### config.mk
export PLATFORM = sky130hd
export DESIGN_NAME = mmio_top
export DESIGN_NICKNAME = d
export VERILOG_FILES = /design/src/mmio_types_pkg.sv /design/src/mmio_bus_pkg.sv /design/src/mmio_router.sv /design/src/mmio_uart_tx.sv /design/src/mmio_clint.sv /design/src/mmio_ram.sv /design/src/mmio_top.sv
export VERILOG_INCLUDE_DIRS = /design/src
export SDC_FILE = /design/constraint.sdc
export NUM_CORES = 2
export LEC_CHECK = 0
export BUFFER_PORTS_ARGS = -buffer_cell sky130_fd_sc_hd__clkbuf_2
export CAP_MARGIN = 0
export CORE_UTILIZATION = 62
export DETAILED_ROUTE_END_ITERATION = 7
export PLACE_DENSITY_LB_ADDON = 0.05
export SLEW_MARGIN = 20
export SYNTH_ARGS = -nofsm -noshare
export SYNTH_HDL_FRONTEND = slang
export SYNTH_HIERARCHICAL = 1
export SYNTH_SLANG_ARGS = --single-unit
export TNS_END_PERCENT = 100
### constraint.sdc
create_clock -name clk -period 9.2 [get_ports clk]
set_clock_uncertainty 0.15 [all_clocks]
set_input_delay 0 -clock clk [delete_from_list [all_inputs] [get_ports clk]]
set_output_delay 0 -clock clk [all_outputs]
set_load 0.01 [all_outputs]
### src/mmio_config.svh
`ifndef MMIO_CONFIG_SVH
`define MMIO_CONFIG_SVH

// ----------------------------------------------------------------------
// memory map.
// ----------------------------------------------------------------------

// uart transmitter: data at +0, status at +4.
`define MMIO_UART_TX_BASE 32'h1000_0000
`define MMIO_UART_TX_END  32'h1000_0007

// clint: mtime lo/hi at +0/+4, mtimecmp lo/hi at +8/+12.
`define MMIO_CLINT_BASE   32'h0200_0000
`define MMIO_CLINT_END    32'h0200_000f

// ----------------------------------------------------------------------
// device sizing.
// ----------------------------------------------------------------------

`define MMIO_UART_BIT_CYCLES 4   // clocks per serial bit.

`define MMIO_RAM_WORDS 64        // addresses wrap modulo this depth.

`endif

### src/mmio_types_pkg.sv
`default_nettype none

package mmio_types_pkg;

    // byte address on the data side.
    typedef logic [31:0] addr_t;

    // one bus word.
    typedef logic [31:0] word_t;

    // mtime and mtimecmp width.
    typedef logic [63:0] dword_t;

endpackage

`default_nettype wire

### src/mmio_bus_pkg.sv
`default_nettype none

package mmio_bus_pkg;
    import mmio_types_pkg::*;

    // cpu side request, 66 bits.
    typedef struct packed {
        logic  valid;
        addr_t addr;
        logic  wen;
        word_t wdata;
    } dreq_t;

    typedef struct packed {
        logic  valid;
        addr_t addr;    // original request address.
        word_t rdata;
    } dresp_t;

    // device side, addr is relative to the region base.
    typedef struct packed {
        logic  valid;
        addr_t addr;
        logic  wen;
        word_t wdata;
    } dev_req_t;

    typedef struct packed {
        logic  rvalid;
        word_t rdata;
    } dev_resp_t;

    typedef enum logic [1:0] {
        idle,
        wait_ready,
        read_valid
    } router_state_e;

endpackage

`default_nettype wire

### src/mmio_router.sv
`timescale 1ns/10ps
`default_nettype none
`include "mmio_config.svh"

module mmio_router
    import mmio_types_pkg::*;
    import mmio_bus_pkg::*;
(
    input  wire            clk,
    input  wire            rst_n,
    input  wire dreq_t     dreq,
    output logic           dreq_ready,
    output dresp_t         dresp,

    output dev_req_t       uart_req,
    output dev_req_t       clint_req,
    output dev_req_t       mem_req,
    input  wire            uart_ready,
    input  wire            clint_ready,
    input  wire            mem_ready,
    input  wire dev_resp_t uart_resp,
    input  wire dev_resp_t clint_resp,
    input  wire dev_resp_t mem_resp
);

    router_state_e state_q;
    dreq_t         req_q;       // latched request.
    dreq_t         cur;         // request presented to the devices.
    logic          take_live;
    logic          fwd_valid;
    logic          dev_ready;
    logic          is_uart, is_clint, is_mem;
    logic          hold_uart, hold_clint;
    logic          dev_rvalid;
    logic          rsp_valid;
    word_t         rsp_rdata;

    function automatic logic in_range(addr_t a, addr_t lo, addr_t hi);
        return (a >= lo) && (a <= hi);
    endfunction

    function automatic dev_req_t to_dev(dreq_t r, logic v, addr_t base);
        dev_req_t d;
        d.valid = v;
        d.addr  = r.addr - base;
        d.wen   = r.wen;
        d.wdata = r.wdata;
        return d;
    endfunction

    // ------------------------------------------------------------------
    // request side.
    // ------------------------------------------------------------------

    // the live channel is open when idle, or on the cycle a read completes.
    assign take_live  = (state_q == idle) || ((state_q == read_valid) && rsp_valid);
    assign dreq_ready = take_live;

    assign cur       = take_live ? dreq : req_q;
    assign fwd_valid = take_live ? dreq.valid : ((state_q == wait_ready) && req_q.valid);

    assign is_uart  = in_range(cur.addr, `MMIO_UART_TX_BASE, `MMIO_UART_TX_END);
    assign is_clint = in_range(cur.addr, `MMIO_CLINT_BASE, `MMIO_CLINT_END);
    assign is_mem   = !is_uart && !is_clint;

    assign uart_req  = to_dev(cur, fwd_valid && is_uart, `MMIO_UART_TX_BASE);
    assign clint_req = to_dev(cur, fwd_valid && is_clint, `MMIO_CLINT_BASE);
    assign mem_req   = to_dev(cur, fwd_valid && is_mem, '0);

    assign dev_ready = is_uart ? uart_ready : (is_clint ? clint_ready : mem_ready);

    // ------------------------------------------------------------------
    // response side, decoded from the latched address.
    // ------------------------------------------------------------------

    assign hold_uart  = in_range(req_q.addr, `MMIO_UART_TX_BASE, `MMIO_UART_TX_END);
    assign hold_clint = in_range(req_q.addr, `MMIO_CLINT_BASE, `MMIO_CLINT_END);

    always_comb begin
        if (hold_uart) begin
            dev_rvalid = uart_resp.rvalid;
            rsp_rdata  = uart_resp.rdata;
        end else if (hold_clint) begin
            dev_rvalid = clint_resp.rvalid;
            rsp_rdata  = clint_resp.rdata;
        end else begin
            dev_rvalid = mem_resp.rvalid;
            rsp_rdata  = mem_resp.rdata;
        end
    end

    assign rsp_valid = (state_q == read_valid) && dev_rvalid;
    assign dresp     = '{valid: rsp_valid, addr: req_q.addr, rdata: rsp_rdata};

    // ------------------------------------------------------------------
    // state machine.
    // ------------------------------------------------------------------

    always_ff @(posedge clk) begin
        if (!rst_n) begin
            state_q <= idle;
        end else begin
            case (state_q)
                wait_ready: begin
                    if (dev_ready) state_q <= req_q.wen ? idle : read_valid;
                end
                idle, read_valid: begin
                    if (take_live && dreq.valid) begin
                        if (!dev_ready) state_q <= wait_ready;
                        else            state_q <= dreq.wen ? idle : read_valid;
                    end else if (rsp_valid) begin
                        state_q <= idle;
                    end
                end
                default: state_q <= idle;
            endcase
        end
    end

    always_ff @(posedge clk) begin
        if (take_live && dreq.valid) req_q <= dreq;
    end

endmodule

`default_nettype wire

### src/mmio_uart_tx.sv
`timescale 1ns/10ps
`default_nettype none
`include "mmio_config.svh"

module mmio_uart_tx
    import mmio_types_pkg::*;
    import mmio_bus_pkg::*;
(
    input  wire           clk,
    input  wire           rst_n,
    input  wire dev_req_t req,
    output logic          ready,
    output dev_resp_t     resp,
    output logic          uart_tx
);

    localparam int unsigned bit_cycles = `MMIO_UART_BIT_CYCLES;
    localparam int unsigned cyc_w      = $clog2(bit_cycles + 1);

    logic [9:0]       shift_q;      // stop, data lsb first, start.
    logic [cyc_w-1:0] cyc_q;
    logic [3:0]       bit_q;
    logic             busy_q;
    logic             is_data;
    logic             take;
    logic             rvalid_q;
    word_t            rdata_q;

    assign is_data = !req.addr[2];  // offset 0.

    // only a data write has to wait for the frame to finish.
    assign ready = !(busy_q && req.wen && is_data);
    assign take  = req.valid && ready;

    // ------------------------------------------------------------------
    // serial frame.
    // ------------------------------------------------------------------

    always_ff @(posedge clk) begin
        if (!rst_n) begin
            shift_q <= '1;
            cyc_q   <= '0;
            bit_q   <= '0;
            busy_q  <= 1'b0;
        end else if (!busy_q) begin
            if (take && req.wen && is_data) begin
                shift_q <= {1'b1, req.wdata[7:0], 1'b0};
                cyc_q   <= '0;
                bit_q   <= '0;
                busy_q  <= 1'b1;
            end
        end else if (cyc_q == cyc_w'(bit_cycles - 1)) begin
            cyc_q   <= '0;
            shift_q <= {1'b1, shift_q[9:1]};    // line idles high behind the frame.
            if (bit_q == 4'd9) busy_q <= 1'b0;
            else               bit_q  <= bit_q + 4'd1;
        end else begin
            cyc_q <= cyc_q + 1'b1;
        end
    end

    assign uart_tx = shift_q[0];

    // ------------------------------------------------------------------
    // status read.
    // ------------------------------------------------------------------

    always_ff @(posedge clk) begin
        if (!rst_n) rvalid_q <= 1'b0;
        else        rvalid_q <= take && !req.wen;
    end

    always_ff @(posedge clk) begin
        rdata_q <= is_data ? '0 : {31'b0, busy_q};
    end

    assign resp = '{rvalid: rvalid_q, rdata: rdata_q};

endmodule

`default_nettype wire

### src/mmio_clint.sv
`timescale 1ns/10ps
`default_nettype none

module mmio_clint
    import mmio_types_pkg::*;
    import mmio_bus_pkg::*;
(
    input  wire           clk,
    input  wire           rst_n,
    input  wire dev_req_t req,
    input  wire dword_t   mtime,
    output logic          ready,
    output dev_resp_t     resp,
    output dword_t        mtimecmp,
    output logic          timer_irq
);

    dword_t     cmp_q;
    logic       irq_q;
    logic       rvalid_q;
    word_t      rdata_q;
    logic [1:0] sel;

    assign sel   = req.addr[3:2];   // word offset in the block.
    assign ready = 1'b1;

    // all ones keeps the interrupt quiet out of reset.
    always_ff @(posedge clk) begin
        if (!rst_n) begin
            cmp_q <= '1;
        end else if (req.valid && req.wen) begin
            case (sel)
                2'd2:    cmp_q[31:0]  <= req.wdata;
                2'd3:    cmp_q[63:32] <= req.wdata;
                default: ;                          // mtime is read only.
            endcase
        end
    end

    always_ff @(posedge clk) begin
        if (!rst_n) irq_q <= 1'b0;
        else        irq_q <= (mtime >= cmp_q);
    end

    always_ff @(posedge clk) begin
        if (!rst_n) rvalid_q <= 1'b0;
        else        rvalid_q <= req.valid && !req.wen;
    end

    always_ff @(posedge clk) begin
        case (sel)
            2'd0:    rdata_q <= mtime[31:0];
            2'd1:    rdata_q <= mtime[63:32];
            2'd2:    rdata_q <= cmp_q[31:0];
            default: rdata_q <= cmp_q[63:32];
        endcase
    end

    assign resp      = '{rvalid: rvalid_q, rdata: rdata_q};
    assign mtimecmp  = cmp_q;
    assign timer_irq = irq_q;

endmodule

`default_nettype wire

### src/mmio_ram.sv
`timescale 1ns/10ps
`default_nettype none
`include "mmio_config.svh"

module mmio_ram
    import mmio_types_pkg::*;
    import mmio_bus_pkg::*;
(
    input  wire           clk,
    input  wire           rst_n,
    input  wire dev_req_t req,
    output logic          ready,
    output dev_resp_t     resp
);

    localparam int unsigned ram_words = `MMIO_RAM_WORDS;
    localparam int unsigned idx_w     = $clog2(ram_words);

    word_t            mem [ram_words];
    logic [idx_w-1:0] idx;
    logic             rvalid_q;
    word_t            rdata_q;

    assign idx   = req.addr[idx_w+1:2];   // upper bits alias.
    assign ready = 1'b1;

    always_ff @(posedge clk) begin
        if (req.valid && req.wen) mem[idx] <= req.wdata;
        rdata_q <= mem[idx];
    end

    always_ff @(posedge clk) begin
        if (!rst_n) rvalid_q <= 1'b0;
        else        rvalid_q <= req.valid && !req.wen;
    end

    assign resp = '{rvalid: rvalid_q, rdata: rdata_q};

endmodule

`default_nettype wire

### src/mmio_top.sv
`timescale 1ns/10ps
`default_nettype none

module mmio_top
    import mmio_types_pkg::*;
    import mmio_bus_pkg::*;
(
    input  wire         clk,
    input  wire         rst_n,
    input  wire dreq_t  dreq,
    input  wire dword_t mtime,
    output logic        dreq_ready,
    output dresp_t      dresp,
    output logic        uart_tx,
    output dword_t      mtimecmp,
    output logic        timer_irq
);

    dev_req_t  uart_req, clint_req, mem_req;
    logic      uart_ready, clint_ready, mem_ready;
    dev_resp_t uart_resp, clint_resp, mem_resp;

    mmio_router router_i (
        .clk         (clk),
        .rst_n       (rst_n),
        .dreq        (dreq),
        .dreq_ready  (dreq_ready),
        .dresp       (dresp),
        .uart_req    (uart_req),
        .clint_req   (clint_req),
        .mem_req     (mem_req),
        .uart_ready  (uart_ready),
        .clint_ready (clint_ready),
        .mem_ready   (mem_ready),
        .uart_resp   (uart_resp),
        .clint_resp  (clint_resp),
        .mem_resp    (mem_resp)
    );

    mmio_uart_tx uart_tx_i (
        .clk     (clk),
        .rst_n   (rst_n),
        .req     (uart_req),
        .ready   (uart_ready),
        .resp    (uart_resp),
        .uart_tx (uart_tx)
    );

    mmio_clint clint_i (
        .clk       (clk),
        .rst_n     (rst_n),
        .req       (clint_req),
        .mtime     (mtime),
        .ready     (clint_ready),
        .resp      (clint_resp),
        .mtimecmp  (mtimecmp),
        .timer_irq (timer_irq)
    );

    mmio_ram ram_i (
        .clk   (clk),
        .rst_n (rst_n),
        .req   (mem_req),
        .ready (mem_ready),
        .resp  (mem_resp)
    );

endmodule

`default_nettype wire

==> flow_metrics.env <==
export IMPL_status="finished, final reports clean"
export IMPL_grt_use_met1_pct=53.02
export IMPL_slew_violations=0
export IMPL_ir_drop_v=0.0002521
export IMPL_ant_nets=0
export IMPL_cpLargestDelayFamily="simple AND/OR/NAND/NOR gates"
export IMPL_switching_share_pct=28.28
export IMPL_min_period_over_period_pct=80.24
export IMPL_worst_path_buf_inv=3
export IMPL_netlist_area_um2=89630
export IMPL_clockPowerShare_pct=34.9
export IMPL_avgSynthCellArea_um2=15.93
export IMPL_fin_crit_ns=7.382
export IMPL_grt_met2_usage_pct=53.62
export IMPL_fin_util_pct=71.42
export IMPL_root_buffer="clkbuf_16"
export IMPL_internal_power_mw=17.68
export IMPL_nNetsFinal=6218
export IMPL_cts_buffers=217
export IMPL_final_cell_mix="2114 x edfxtp_1, 309 x a22oi_1, 304 x nand2_1"
export IMPL_fmax_mhz=135.5
export IMPL_cts_sink_count=2266
export IMPL_final_fill_count=9081
export IMPL_power_switching_mw=6.972
export IMPL_grt_overflow=0
export IMPL_fp_dieH_um=382.2
export IMPL_rsz0062_at_grt="false"
export IMPL_power_density_nw_per_um2=240.6
export IMPL_coreArea_um2=143500
export IMPL_finalWirelength_um=273300
export IMPL_yosys_warnings=6
export IMPL_clock_latency_ns=0.86
export IMPL_clockBufferDepth=3
export IMPL_final_instance_count_excl_fill=8118
export IMPL_rows=139
export IMPL_grt_busiest_layer="met2"
export IMPL_use_met3_pct=9.191
export IMPL_grt_max_degree=136
export IMPL_drc_errors=0
export IMPL_critPathArrivalTime_ns=7.69
export IMPL_hpwl_um=163000
export IMPL_drtIter0Drc=8416
export IMPL_worst_path_max_fanout=65
export IMPL_setup_viol=0
export IMPL_p_comb_share_pct=16.6
export IMPL_grt_antenna_before_repair=25
export IMPL_grt_pass1_wl_um=381800
export IMPL_die_w_um=382.2
export IMPL_syn_inst=5625
export IMPL_hold_violations=0
export IMPL_io_pins=264
export IMPL_routedWlPerCell_um=33.66
export IMPL_finalPower_mw=24.65
export IMPL_cts_tree="done"
export IMPL_syn_to_final_growth_pct=14.32
export IMPL_worst_pin_slew_ns=1.313
export IMPL_initial_core_util_pct=62.47
export IMPL_leakage_nw=33.94
export IMPL_path_clk_slew_ns=0.06
export IMPL_cts_repair_resized=0
export IMPL_first_global_vias=52423
export IMPL_drive_gt1_share_pct=16.28
export IMPL_cp_end_kind="flop"
export IMPL_via_per_inst=6.937
export IMPL_cpPeakStageDelay_ns=1.16
export IMPL_fp_dieArea_um2=146100
export IMPL_cp_common_cell="nand2_1"
export IMPL_required_ns=9.51
export IMPL_fin_tns_setup_ns=0
export IMPL_port_buffer_count=263
export IMPL_routabilityCongestion=0.9317
export IMPL_vias=56317
export IMPL_cap_viol_max_count=0
export IMPL_cp_cell_sequence="or4_1, or4_4, o31ai_4, nand3_4, inv_2, buf_4, nand2_1, nand2_4, buf_12, and2_4, nand2_1, nor2_4"
export IMPL_max_slew_margin_pct=11.64
export IMPL_cp_slowest_cell="nor2_4"
export IMPL_htreeDepth=4
export IMPL_power_frac_seq_pct=48.5
export IMPL_grtUsageTotal_pct=36.91
export IMPL_dp_cells=7432
export IMPL_crit_type="reg -> reg"
export IMPL_first_pass_iters=8
export IMPL_hp_class="in -> reg"
export IMPL_start_kind="flop"
export IMPL_final_common_cell="edfxtp_1"
worst register-to-register path: cells and delay by family, from the launching register on:
family / cells / cell delay (ns)
and+or+nand+nor: 8 / 4.78
buffers and inverters: 3 / 1.14
AOI/OAI and AO/OA: 1 / 0.43
DFF: 1 / 0.45
through the flow:
| step | hold WS, ns | area [um2] | setup slack (ns) |
|---|---|---|---|
| after floorplan | -0.05113 | 89740 | 1.159 |
| after global placement | 0.04429 | 92400 | 1.348 |
| after detailed placement | 0.04480 | 92680 | 1.842 |
| after CTS | 0.005948 | 102000 | 1.858 |
| after global routing | 0.03997 | 102500 | 1.671 |
| final | 0.04392 | 102500 | 1.818 |
power by group through the flow:
| stage | clock, mW | sequential (mW) | combinational, mW |
|---|---|---|---|
| 6_report | 8.61 | 11.9 | 4.10 |
| 5_1_grt | 9.04 | 11.9 | 4.20 |
| 4_1_cts | 8.65 | 11.9 | 3.95 |
| 3_5_place_dp | 0 | 12.2 | 3.83 |
| 3_3_place_gp | 0 | 12.2 | 3.79 |
| 2_1_floorplan | 0 | 12.0 | 2.17 |
sequential cells by signal, summed over array words and instances (netlist names), 2 cells and up:
register and flops:
clint_i/rdata_q 32, uart_tx_i/bit_q 4, uart_tx_i/shift_q 9, ram_i/mem 2048
uart_tx_i/cyc_q 3, clint_i/mtimecmp 64, router_i/state_q 2, router_i/dresp 32
router_i/req_q 34, ram_i/rdata_q 32
layer usage:
metal	share of wire, %	wire length [um]	vias up
met2	44	120800	3813
met4	5.1	13980	14
met1	38	104800	28552
met5	0.035	96	-
met3	12	33630	569
li1	-	-	23369
layout make-up:
type                            count  area (um2)  share of cell area [%]
Sequential cell                  2266       66520                   64.92
Multi-Input combinational cell   2802       20990                   20.48
Clock buffer                      288        5859                   5.718
Timing Repair Buffer              651        5420                   5.290
Tap cell                         1903        2381                   2.324
Clock inverter                    121       970.9                  0.9475
Inverter                           77       297.8                  0.2906
Antenna cell                       10       25.02                 0.02442
timing repair:
item                      in CTS  in global routing
hold endpoints to repair    1708                  0
hold buffers                 251                  0
buffers inserted               0                  0
final timing paths:
check	cells past startpoint	to	slack [ns]	start
worst max-delay path	12	ram_i/mem[59][25]	1.82	router_i/dresp[39]
worst max register to register	12	ram_i/mem[59][25]	1.82	router_i/dresp[39]
worst min-delay path	5	router_i/state_q[1]	0.04	dreq[32]
worst min register to register	2	uart_tx_i/shift_q[0]	0.33	uart_tx_i/shift_q[1]
No activity file was read; power rests on OpenSTA's default activity.
